`src/source/conPkg.sv`:
```
package conPkg;

  // Microword and EBUS field widths
  localparam int condWidth      = 6;
  localparam int magicWidth     = 9;
  localparam int ebusFieldWidth = 7;
  localparam int ebusFirstBit   = 18;
  localparam int diagSelWidth   = 3;

  // COND groups, upper three bits
  localparam logic [2:0] condGroup10 = 3'd1;
  localparam logic [2:0] condGroup20 = 3'd2;
  localparam logic [2:0] condGroup30 = 3'd3;
  localparam logic [2:0] condSkip6x  = 3'd6;
  localparam logic [2:0] condSkip7x  = 3'd7;

  // Group 10 subfields
  localparam logic [2:0] cond10LoadIr    = 3'd4;
  localparam logic [2:0] cond10SpecInstr = 3'd5;
  localparam logic [2:0] cond10SrMagic   = 3'd6;

  // Group 20 subfields
  localparam logic [2:0] cond20DiagFunc  = 3'd0;
  localparam logic [2:0] cond20EboxState = 3'd1;

  // MAGIC bits 3..5 for the 01x diagnostic group, then bits 6..8
  localparam logic [2:0] magicGroupDiag = 3'd1;
  localparam logic [2:0] magicClrRun    = 3'd0;
  localparam logic [2:0] magicSetRun    = 3'd1;
  localparam logic [2:0] magicContinue  = 3'd2;
  localparam logic [2:0] magicConoApr   = 3'd4;
  localparam logic [2:0] magicConoPi    = 3'd5;
  localparam logic [2:0] magicConoPag   = 3'd6;

  // Readback words
  localparam logic [diagSelWidth-1:0] diagEnables   = 3'd0;
  localparam logic [diagSelWidth-1:0] diagState     = 3'd1;
  localparam logic [diagSelWidth-1:0] diagSpecLatch = 3'd2;
  localparam logic [diagSelWidth-1:0] diagSrWord    = 3'd3;
  localparam logic [diagSelWidth-1:0] diagRunWord   = 3'd4;

endpackage
```
`src/source/conBoard.sv`:
```
`timescale 1ns/100ps

module conBoard #(
  parameter int runSyncStages = 3
) (
  input  logic                          conCLK,
  input  logic                          CLK,
  input  logic [0:conPkg::condWidth-1]  cramCond,
  input  logic [0:conPkg::magicWidth-1] cramMagic,
  input  logic [conPkg::ebusFirstBit:conPkg::ebusFirstBit+conPkg::ebusFieldWidth-1] ebusIn,
  input  logic                          eboxSync,
  input  logic                          consoleControl,
  input  logic                          userMode,
  input  logic                          publicMode,
  input  logic                          diagRead,
  input  logic [conPkg::diagSelWidth-1:0] diagSel,
  output logic [conPkg::ebusFirstBit:conPkg::ebusFirstBit+conPkg::ebusFieldWidth-1] ebusOut,
  output logic                          ebusDrive,
  output logic                          condAdr10,
  output logic                          run,
  output logic                          start,
  output logic                          conoApr,
  output logic                          conoPi,
  output logic                          conoPag,
  output logic                          delayReq
);

  logic       loadSpecInstr;
  logic       srLoad;
  logic       stateLoad;
  logic       setRun;
  logic       clrRun;
  logic       contPulse;
  logic       cacheLookEn;
  logic       cacheLoadEn;
  logic       trapEn;
  logic       kiPagingMode;
  logic       wrEvenParAdr;
  logic       wrEvenParData;
  logic       wrEvenParDir;
  logic       kernelCycle;
  logic       pcPlus1Inh;
  logic       pxct;
  logic       intDisable;
  logic       eboxHalted;
  logic [0:3] ucodeState;
  logic [0:3] sr;

  conMicroDecode conMicroDecode_i (
    .cramCond       (cramCond),
    .cramMagic      (cramMagic),
    .eboxSync       (eboxSync),
    .consoleControl (consoleControl),
    .loadSpecInstr  (loadSpecInstr),
    .srLoad         (srLoad),
    .stateLoad      (stateLoad),
    .setRun         (setRun),
    .clrRun         (clrRun),
    .contPulse      (contPulse),
    .conoApr        (conoApr),
    .conoPi         (conoPi),
    .conoPag        (conoPag),
    .delayReq       (delayReq)
  );

  conRunControl #(
    .runSyncStages (runSyncStages)
  ) conRunControl_i (
    .conCLK    (conCLK),
    .CLK       (CLK),
    .setRun    (setRun),
    .clrRun    (clrRun),
    .contPulse (contPulse),
    .run       (run),
    .start     (start)
  );

  conStateRegs conStateRegs_i (
    .conCLK        (conCLK),
    .CLK           (CLK),
    .cramMagic     (cramMagic),
    .ebusIn        (ebusIn),
    .loadSpecInstr (loadSpecInstr),
    .srLoad        (srLoad),
    .stateLoad     (stateLoad),
    .conoPi        (conoPi),
    .conoPag       (conoPag),
    .cacheLookEn   (cacheLookEn),
    .cacheLoadEn   (cacheLoadEn),
    .trapEn        (trapEn),
    .kiPagingMode  (kiPagingMode),
    .wrEvenParAdr  (wrEvenParAdr),
    .wrEvenParData (wrEvenParData),
    .wrEvenParDir  (wrEvenParDir),
    .kernelCycle   (kernelCycle),
    .pcPlus1Inh    (pcPlus1Inh),
    .pxct          (pxct),
    .intDisable    (intDisable),
    .eboxHalted    (eboxHalted),
    .ucodeState    (ucodeState),
    .sr            (sr)
  );

  conStatusSelect conStatusSelect_i (
    .cramCond      (cramCond),
    .run           (run),
    .start         (start),
    .userMode      (userMode),
    .publicMode    (publicMode),
    .pxct          (pxct),
    .intDisable    (intDisable),
    .cacheLookEn   (cacheLookEn),
    .cacheLoadEn   (cacheLoadEn),
    .trapEn        (trapEn),
    .kiPagingMode  (kiPagingMode),
    .wrEvenParAdr  (wrEvenParAdr),
    .wrEvenParData (wrEvenParData),
    .wrEvenParDir  (wrEvenParDir),
    .kernelCycle   (kernelCycle),
    .pcPlus1Inh    (pcPlus1Inh),
    .eboxHalted    (eboxHalted),
    .ucodeState    (ucodeState),
    .sr            (sr),
    .diagRead      (diagRead),
    .diagSel       (diagSel),
    .condAdr10     (condAdr10),
    .ebusOut       (ebusOut),
    .ebusDrive     (ebusDrive)
  );

endmodule

```
`src/source/conStatusSelect.sv`:
```
`timescale 1ns/100ps

module conStatusSelect (
  input  logic [0:conPkg::condWidth-1]  cramCond,
  input  logic                          run,
  input  logic                          start,
  input  logic                          userMode,
  input  logic                          publicMode,
  input  logic                          pxct,
  input  logic                          intDisable,
  input  logic                          cacheLookEn,
  input  logic                          cacheLoadEn,
  input  logic                          trapEn,
  input  logic                          kiPagingMode,
  input  logic                          wrEvenParAdr,
  input  logic                          wrEvenParData,
  input  logic                          wrEvenParDir,
  input  logic                          kernelCycle,
  input  logic                          pcPlus1Inh,
  input  logic                          eboxHalted,
  input  logic [0:3]                    ucodeState,
  input  logic [0:3]                    sr,
  input  logic                          diagRead,
  input  logic [conPkg::diagSelWidth-1:0] diagSel,
  output logic                          condAdr10,
  output logic [conPkg::ebusFirstBit:conPkg::ebusFirstBit+conPkg::ebusFieldWidth-1] ebusOut,
  output logic                          ebusDrive
);

  logic [2:0] condGroup;
  logic [2:0] skipSel;
  logic       kernelMode;
  logic [0:7] skip6xBits;
  logic [0:7] skip7xBits;

  assign condGroup  = cramCond[0:2];
  assign skipSel    = cramCond[3:5];
  assign kernelMode = !userMode && !publicMode;

  // Skip conditions indexed by COND bits 3..5
  assign skip6xBits = {kernelMode, userMode, publicMode, kernelCycle, 4'b0000};
  assign skip7xBits = {!start, run, pxct, !intDisable, 4'b0000};

  always_comb begin
    case (condGroup)
      conPkg::condSkip6x: condAdr10 = skip6xBits[skipSel];
      conPkg::condSkip7x: condAdr10 = skip7xBits[skipSel];
      default:            condAdr10 = 1'b0;
    endcase
  end

  assign ebusDrive = diagRead;

  // Words are packed from bit 18 down
  always_comb begin
    ebusOut = '0;
    if (diagRead) begin
      case (diagSel)
        conPkg::diagEnables:   ebusOut = {cacheLookEn, cacheLoadEn, kiPagingMode, trapEn,
                                          wrEvenParAdr, wrEvenParData, wrEvenParDir};
        conPkg::diagState:     ebusOut = {ucodeState, 3'b000};
        conPkg::diagSpecLatch: ebusOut = {kernelCycle, pcPlus1Inh, pxct, intDisable,
                                          eboxHalted, 2'b00};
        conPkg::diagSrWord:    ebusOut = {sr, 3'b000};
        conPkg::diagRunWord:   ebusOut = {run, start, 5'b00000};
        default:               ebusOut = '0;
      endcase
    end
  end

endmodule

```
`src/source/conStateRegs.sv`:
```
`timescale 1ns/100ps

module conStateRegs (
  input  logic                          conCLK,
  input  logic                          CLK,
  input  logic [0:conPkg::magicWidth-1] cramMagic,
  input  logic [conPkg::ebusFirstBit:conPkg::ebusFirstBit+conPkg::ebusFieldWidth-1] ebusIn,
  input  logic                          loadSpecInstr,
  input  logic                          srLoad,
  input  logic                          stateLoad,
  input  logic                          conoPi,
  input  logic                          conoPag,
  output logic                          cacheLookEn,
  output logic                          cacheLoadEn,
  output logic                          trapEn,
  output logic                          kiPagingMode,
  output logic                          wrEvenParAdr,
  output logic                          wrEvenParData,
  output logic                          wrEvenParDir,
  output logic                          kernelCycle,
  output logic                          pcPlus1Inh,
  output logic                          pxct,
  output logic                          intDisable,
  output logic                          eboxHalted,
  output logic [0:3]                    ucodeState,
  output logic [0:3]                    sr
);

  // CONO PI, write-even-parity controls
  always_ff @(posedge conCLK or posedge CLK) begin
    if (CLK) begin
      wrEvenParAdr  <= 1'b0;
      wrEvenParData <= 1'b0;
      wrEvenParDir  <= 1'b0;
    end else if (conoPi) begin
      wrEvenParAdr  <= ebusIn[18];
      wrEvenParData <= ebusIn[19];
      wrEvenParDir  <= ebusIn[20];
    end
  end

  // CONO PAG; line 21 is the KL paging enable, stored inverted
  always_ff @(posedge conCLK or posedge CLK) begin
    if (CLK) begin
      cacheLookEn  <= 1'b0;
      cacheLoadEn  <= 1'b0;
      kiPagingMode <= 1'b0;
      trapEn       <= 1'b0;
    end else if (conoPag) begin
      cacheLookEn  <= ebusIn[18];
      cacheLoadEn  <= ebusIn[19];
      kiPagingMode <= !ebusIn[21];
      trapEn       <= ebusIn[22];
    end
  end

  // Special-instruction latch
  always_ff @(posedge conCLK or posedge CLK) begin
    if (CLK) begin
      kernelCycle <= 1'b0;
      pcPlus1Inh  <= 1'b0;
      pxct        <= 1'b0;
      intDisable  <= 1'b0;
      eboxHalted  <= 1'b0;
    end else if (loadSpecInstr) begin
      kernelCycle <= cramMagic[1];
      pcPlus1Inh  <= cramMagic[2];
      pxct        <= cramMagic[4];
      intDisable  <= cramMagic[5];
      eboxHalted  <= cramMagic[7];
    end
  end

  // Odd MAGIC bit sets a flag, the even bit after it clears
  always_ff @(posedge conCLK or posedge CLK) begin
    if (CLK) begin
      ucodeState <= '0;
    end else if (stateLoad) begin
      for (int i = 0; i < 4; i++) begin
        ucodeState[i] <= cramMagic[2*i+1] || (ucodeState[i] && !cramMagic[2*i+2]);
      end
    end
  end

  always_ff @(posedge conCLK or posedge CLK) begin
    if (CLK) begin
      sr <= '0;
    end else if (srLoad) begin
      sr <= cramMagic[5:8];
    end
  end

endmodule

```
`src/source/conRunControl.sv`:
```
`timescale 1ns/100ps

module conRunControl #(
  parameter int runSyncStages = 3
) (
  input  logic conCLK,
  input  logic CLK,
  input  logic setRun,
  input  logic clrRun,
  input  logic contPulse,
  output logic run,
  output logic start
);

  // Stage 0 of runChain is the run request flag itself
  logic [runSyncStages-1:0] runChain;
  logic [runSyncStages-1:0] startChain;
  logic                     runReqNext;

  // Clear beats set
  assign runReqNext = !clrRun && (setRun || runChain[0]);

  always_ff @(posedge conCLK or posedge CLK) begin
    if (CLK) begin
      runChain   <= '0;
      startChain <= '0;
    end else begin
      runChain[0]   <= runReqNext;
      startChain[0] <= contPulse;
      for (int i = 1; i < runSyncStages; i++) begin
        runChain[i]   <= runChain[i-1];
        startChain[i] <= startChain[i-1];
      end
    end
  end

  assign run   = runChain[runSyncStages-1];
  assign start = startChain[runSyncStages-1];

endmodule

```
`src/source/conMicroDecode.sv`:
```
`timescale 1ns/100ps

module conMicroDecode (
  input  logic [0:conPkg::condWidth-1]  cramCond,
  input  logic [0:conPkg::magicWidth-1] cramMagic,
  input  logic                          eboxSync,
  input  logic                          consoleControl,
  output logic                          loadSpecInstr,
  output logic                          srLoad,
  output logic                          stateLoad,
  output logic                          setRun,
  output logic                          clrRun,
  output logic                          contPulse,
  output logic                          conoApr,
  output logic                          conoPi,
  output logic                          conoPag,
  output logic                          delayReq
);

  logic [2:0] condGroup;
  logic [2:0] condSub;
  logic [2:0] magicGroup;
  logic [2:0] magicSel;
  logic       condEn10;
  logic       condEn20;
  logic       condDiagFunc;
  logic       diagCtlEn;

  assign condGroup  = cramCond[0:2];
  assign condSub    = cramCond[3:5];
  assign magicGroup = cramMagic[3:5];
  assign magicSel   = cramMagic[6:8];

  assign condEn10 = (condGroup == conPkg::condGroup10);
  assign condEn20 = (condGroup == conPkg::condGroup20);

  // Group 10 and group 20 strobes
  assign loadSpecInstr = condEn10 && (condSub == conPkg::cond10SpecInstr);
  assign srLoad        = condEn10 && (condSub == conPkg::cond10SrMagic);
  assign condDiagFunc  = condEn20 && (condSub == conPkg::cond20DiagFunc);
  assign stateLoad     = condEn20 && (condSub == conPkg::cond20EboxState);

  assign delayReq = condDiagFunc & cramMagic[3];

  // 01x functions are locked out while the console has control
  assign diagCtlEn = condDiagFunc && !cramMagic[2] && !consoleControl &&
                     (magicGroup == conPkg::magicGroupDiag);

  assign clrRun    = diagCtlEn && (magicSel == conPkg::magicClrRun);
  assign setRun    = diagCtlEn && (magicSel == conPkg::magicSetRun);
  assign contPulse = diagCtlEn && (magicSel == conPkg::magicContinue);

  // APR and PI only take CONO in sync with the EBOX
  assign conoApr = diagCtlEn && eboxSync && (magicSel == conPkg::magicConoApr);
  assign conoPi  = diagCtlEn && eboxSync && (magicSel == conPkg::magicConoPi);
  assign conoPag = diagCtlEn && (magicSel == conPkg::magicConoPag);

endmodule

```
`config.mk`:
```
export PLATFORM = sky130hd
export DESIGN_NAME = conBoard
export DESIGN_NICKNAME = d
export VERILOG_FILES = /design/src/source/conPkg.sv /design/src/source/conBoard.sv /design/src/source/conStatusSelect.sv /design/src/source/conStateRegs.sv /design/src/source/conRunControl.sv /design/src/source/conMicroDecode.sv
export SDC_FILE = /design/constraint.sdc
export NUM_CORES = 1
export LEC_CHECK = 0
export BUFFER_PORTS_ARGS = -buffer_cell sky130_fd_sc_hd__buf_2
export CAP_MARGIN = 20
export CORE_ASPECT_RATIO = 0.9
export CORE_MARGIN = 2
export CORE_UTILIZATION = 40
export CTS_CLUSTER_DIAMETER = 60
export DETAILED_ROUTE_END_ITERATION = 10
export PLACE_DENSITY = 0.62
export SLEW_MARGIN = 10
export SYNTH_ARGS = -nofsm -noshare
export SYNTH_HDL_FRONTEND = slang
export SYNTH_HIERARCHICAL = 1
export SYNTH_SLANG_ARGS = --single-unit
```
`constraint.sdc`:
```
create_clock -name conCLK -period 1.15 [get_ports conCLK]
set_input_delay 0.115 -clock conCLK [delete_from_list [all_inputs] [get_ports conCLK]]
set_output_delay 0.115 -clock conCLK [all_outputs]
set_load 0.01 [all_outputs]
```
## Word-level counts from Yosys, hierarchy flattened

Cells that the tools add are included.

- Logic and storage cells: 84
- Register bits: 26
- Bits of input ports: 32

- Mux-type cells: 9
- Bitwise operators: 2
- Eq/ne operators: 17
- Reductions and logical operators: 39
- $lt $le $gt $ge: 1

Operator list:

| operator | count |
|---|---|
| $pmux W7 S5 | 1 |
| $eq A3 B3 Y1 const B | 8 |
| $logic_and A1 B1 Y1 | 20 |
| $eq A3 B1 Y1 const B | 5 |
| $eq A3 B2 Y1 const B | 4 |
| $logic_not A1 Y1 | 11 |
| $logic_not A3 Y1 | 3 |
| $mux W7 | 1 |
| $bmux W1 S3 | 2 |
| $logic_or A1 B1 Y1 | 5 |
| $ge A4 B4 Y1 const B | 1 |
| $mux W1 | 4 |
| $not A3 Y4 | 1 |
| $pmux W1 S2 | 1 |
| $and A1 B1 Y1 | 1 |

## Longest topological paths before layout

- Depth after elaboration: 8
- Depth in mapped cells: 5
- Depth with buffers taken out: 4

## Modules after synthesis

The synthesis kept the hierarchy.

By module, submodules not included:

| module | instances | sequential area each (µm²) | cells each | area an instance (µm²) |
|---|---|---|---|---|
| conStateRegs | 1 | 500.5 | 47 | 744.5 |
| conStatusSelect | 1 | 0.0 | 38 | 322.8 |
| conRunControl | 1 | 150.1 | 8 | 163.9 |
| conMicroDecode | 1 | 0.0 | 22 | 161.4 |

## Worst setup path after synthesis

Ideal clock, no wire load.

- Path kind: input to register
- From: in cramMagic[4] (netlist bit)
- To: reg conStateRegs_i.cacheLoadEn
- Path buffers: 0
- Library setup time: 0.127 ns
- Slack: -0.226 ns
- Required time: 1.023 ns
- Stages: 4
- Arrival time: 1.249 ns
- Cells stage by stage: nor3b_1 nand4_2 nor2_1 mux2_1

- Word-level cells in the longest chain between the ends: 3

RTL lines:

| item | RTL line | RTL |
|---|---|---|
| from (decl) | conBoard.sv:9 | `input logic [0:conPkg::magicWidth-1] cramMagic,` |
| $eq A3 B1 Y1 | conMicroDecode.sv:47 | `(magicGroup == conPkg::magicGroupDiag);` |
| $logic_and A1 B1 Y1 | conMicroDecode.sv:46 | `assign diagCtlEn = condDiagFunc && !cramMagic[2] && !consoleControl &&` |
| $logic_and A1 B1 Y1 | conMicroDecode.sv:56 | `assign conoPag = diagCtlEn && (magicSel == conPkg::magicConoPag);` |
| via conoPag | conBoard.sv:24 | `output logic conoPag,` |
| to (signal assigned) | conStateRegs.sv:51 | `cacheLoadEn <= ebusIn[19];` |
| to (decl) | conStateRegs.sv:14 | `output logic cacheLoadEn,` |

The timed path passes the listed nets, and every way through them passes these cells.
A chain may end at the register's enable or synchronous reset.

## Worst setup path after layout

- From: reg conRunControl_i.runChain[2]
- To: out condAdr10

- Word-level cells in the longest chain between the ends: 4

RTL lines:

| item | RTL line | RTL |
|---|---|---|
| from (decl) | conRunControl.sv:16 | `logic [runSyncStages-1:0] runChain;` |
| from (signal, indexed assignment) | conRunControl.sv:31 | `runChain[i] <= runChain[i-1];` |
| $bmux W1 S3 | conStatusSelect.sv:47 | `conPkg::condSkip7x: condAdr10 = skip7xBits[skipSel];` |
| $mux W1 (implied by the code) (2 in a row) | conStatusSelect.sv:47 |  |
| $pmux W1 S2 | conStatusSelect.sv:45 | `case (condGroup)` |
| to (decl) | conBoard.sv:19 | `output logic condAdr10,` |

Every way passes these cells. The select of a mux whose other input is x is not followed.

==> impl_metrics.py <==
metrics = {
    "run_status": {
        "outcome": "complete, but fails checks",
        "violations": "setup timing",
    },
    "pwr": {
        "pwr-share-seq": 0.486,
        "power_mw": 2.18,
        "switching_share": 0.265,
        "power_frac_clock": 0.281,
        "comb_power_share": 0.233,
        "ir_drop_v": 0.000622,
        "power.leakage_nw": 1.12,
        "p_sw_mw": 0.578,
        "power_density_nw_per_um2": 969,
        "p_int_mw": 1.60,
    },
    "sta": {
        "fin_crit_ns": 1.55,
        "fin_crit_sh": 1.35,
        "setup_slack_ns": -0.401,
        "hold-worst-slack_ns": 0.0241,
        "finalClockSkew_ns": 0.000295,
        "tightest_slew_ns": 0.280,
        "rsz0062_at_grt": "yes",
        "final-setup-viol-count": 8,
        "setup_tns_ns": -1.72,
        "maxSlewViolCount": 0,
        "fmax_mhz": 645,
        "slew_headroom": 0.812,
        "hold_violations": 0,
    },
    "layout": {
        "diodes": 0,
        "nNetsFinal": 232,
        "layout_common_cells": "34 x buf_4, 30 x buf_2, 26 x dfrtp_1",
        "stdcell_count": 243,
        "fillers": 263,
        "fin_util": 0.671,
        "stdcell_area_um2": 2250,
        "drive_gt1_frac": 0.588,
        "final_common_cell": "buf_4",
        "synthToLayoutAreaGrowth_pct": 61.5,
    },
    "setup_path": {
        "crit_family": "multiplexers",
        "crit_buf_inv": 2,
        "crit_arrival_ns": 1.44,
        "critPathKind": "reg -> out",
        "crit_chain": "inv_1 -> mux4_2 -> o21bai_4 -> buf_6",
        "rr_worst_depth": 3,
        "cp.required_ns": 1.03,
        "crit_slowest_cell": "mux4_2",
        "r2r-end": "conStateRegs_i/ucodeState[1]",
        "critical_path_depth": 4,
        "critPathMaxFanout": 2,
        "end_kind": "output port",
        "critPathLaunchType": "register",
        "rrSetupSlack_ns": 0.22,
        "crit_start": "conRunControl_i/runChain[2]",
        "cp_slowest_stage_delay_ns": 0.49,
        "crit_path_end": "condAdr10",
        "r2r_start": "conStateRegs_i/ucodeState[1]",
    },
    "clock_network": {
        "htreeDepth": 1,
        "cts_tree": "done",
        "cts_buffers": 3,
        "path_clk_slew_ns": 0.10,
        "cts_sinks": 26,
        "clkLatencyLatePin_ns": 0.27,
        "root_buffer": "clkbuf_8",
        "clock_path_buffers": 2,
    },
    "yosys": {
        "synth-compound-area-share": 0.0845,
        "synth_nets": 147,
        "ys_types": 35,
        "synthAdderAreaFrac": 0,
        "yosysWarningCount": 6,
        "synthMuxAreaShare": 0.208,
        "syn_inst": 115,
        "synthesis.area_um2": 1390,
        "synth-xor-area-share": 0,
        "avgSynthCellArea_um2": 12.1,
        "synth_seq_cells": 26,
        "synth_top_family_by_area": "multiplexers",
        "yosys.area_share.simple": 0.201,
        "ys_seq_area_frac": 0.467,
    },
    "grt": {
        "overflow": 0,
        "grt_pass1_wl_mm": 5.80,
        "antenna_found_initial": 0,
        "grt_pass1_vias": 1268,
        "track_usage": 0.194,
        "grt_max_degree": 21,
    },
    "hold_path": {
        "hp-class": "in -> reg",
        "min_path_cells": 2,
    },
    "die": {
        "core-area_um2": 3350,
        "dieArea_um2": 3970,
        "die_h_um": 60.0,
        "rows": 20,
        "start_util": 0.415,
        "die_width_um": 66.2,
        "num_io_pins": 47,
    },
    "routing": {
        "drc": 0,
        "wirelength_mm": 4.13,
        "viasPerCell": 5.19,
        "vias": 1262,
        "wl_per_cell_um": 17.0,
        "dr.pass1.iters": 4,
        "ant_nets": 0,
        "drt_iter0_markers": 43,
    },
    "job": {
        "cap_violations": 0,
    },
    "place": {
        "pre_cts_ws_ns": -0.218,
        "dpl.hpwl_mm": 2.82,
        "io_buffers": 43,
        "routabilityCongestion": 0.819,
        "dp_cells": 222,
        "placed_cell_area_um2": 1850,
    },
}
## timing repair
action | 4_1_cts | 5_1_grt
hold buffers | 1 | 0
setup buffers | 10 | 6
pin swaps | 6 | 7
gates resized for setup | 16 | 33
setup endpoints to repair | 9 | 16
endpoints found under the hold margin | 26 | 0
## synth_stat cells, drive strengths merged
| master | number | share of area |
|---|---|---|
| dfrtp | 26 | 0.47 |
| mux2 | 15 | 0.12 |
| nor2 | 7 | 0.019 |
| nor3 | 7 | 0.032 |
| inv | 6 | 0.016 |
| nand2 | 6 | 0.016 |
| mux2i | 5 | 0.036 |
| a22o | 4 | 0.025 |
| buf | 4 | 0.022 |
| nand2b | 4 | 0.018 |
| mux4 | 3 | 0.051 |
| nor3b | 3 | 0.028 |
| nor4b | 3 | 0.019 |
| a211oi | 2 | 0.011 |
| and3 | 2 | 0.011 |
| nand3b | 2 | 0.011 |
| nand4 | 2 | 0.013 |
| nor2b | 2 | 0.0090 |
| o211a | 2 | 0.014 |
| o21ai | 2 | 0.0072 |
| a21oi | 1 | 0.0036 |
| a221oi | 1 | 0.011 |
| and3b | 1 | 0.0063 |
| nand4b | 1 | 0.0063 |
| nand4bb | 1 | 0.0081 |
| o21ba | 1 | 0.0072 |
| o21bai | 1 | 0.0054 |
| or3 | 1 | 0.0045 |
## how the worst min path moves through the flow
| stage | endpoint | slack, ns | start |
|---|---|---|---|
| 4_1_cts | conStateRegs_i/kiPagingMode | 0.02 | ebusIn[21] |
| 3_3_place_gp | conRunControl_i/startChain[0] | 0.03 | CLK |
| 3_5_place_dp | conRunControl_i/runChain[1] | 0.05 | CLK |
| 5_1_grt | conStateRegs_i/kiPagingMode | 0.03 | ebusIn[21] |
| 6_report | conStateRegs_i/kiPagingMode | 0.02 | ebusIn[21] |
| 2_1_floorplan | conRunControl_i/runChain[0] | -0.09 | CLK |
## registers in the layout, indices dropped and copies added (netlist names)
| register | count |
|---|---|
| conRunControl_i/runChain | 3 |
| conRunControl_i/startChain | 3 |
| conStateRegs_i/cacheLoadEn | 1 |
| conStateRegs_i/cacheLookEn | 1 |
| conStateRegs_i/eboxHalted | 1 |
| conStateRegs_i/intDisable | 1 |
| conStateRegs_i/kernelCycle | 1 |
| conStateRegs_i/kiPagingMode | 1 |
| conStateRegs_i/pcPlus1Inh | 1 |
| conStateRegs_i/pxct | 1 |
| conStateRegs_i/sr | 4 |
| conStateRegs_i/trapEn | 1 |
| conStateRegs_i/ucodeState | 4 |
| conStateRegs_i/wrEvenParAdr | 1 |
| conStateRegs_i/wrEvenParData | 1 |
| conStateRegs_i/wrEvenParDir | 1 |
## area by class of cell
cell class,count,area (µm²),share of cell area
well taps,44,55.1,0.0245
inverters,6,22.5,0.0100
flip-flops and latches,26,651,0.289
repair buffers,84,646,0.287
clock buffers,4,55.1,0.0245
multi-input cells,79,820,0.364
## power groups by stage
stage | Combinational, mW | Sequential [mW] | Clock, mW
5_1_grt | 0.545 | 1.07 | 0.653
2_1_floorplan | 0.205 | 1.05 | 0
3_5_place_dp | 0.383 | 1.08 | 0
4_1_cts | 0.427 | 1.06 | 0.606
6_report | 0.508 | 1.06 | 0.612
3_3_place_gp | 0.365 | 1.08 | 0
## logic make-up (layout without fill, tap and decap cells)
family                 Yosys count  count (layout)
AOI/OAI and AO/OA               14              14
buffers and inverters           10              94
DFF                             26              26
muxes                           23              23
and+or+nand+nor                 42              42
## per-layer routing
metal | track usage | routed length [µm] | up-vias
met5 | 0 | 0 | -
met1 | 0.264 | 1850 | 636
met3 | 0.0282 | 166 | 0
li1 | - | - | 593
met2 | 0.334 | 2110 | 33
met4 | 0.0379 | 0 | 0
No activity file was read; power rests on OpenSTA's default activity.
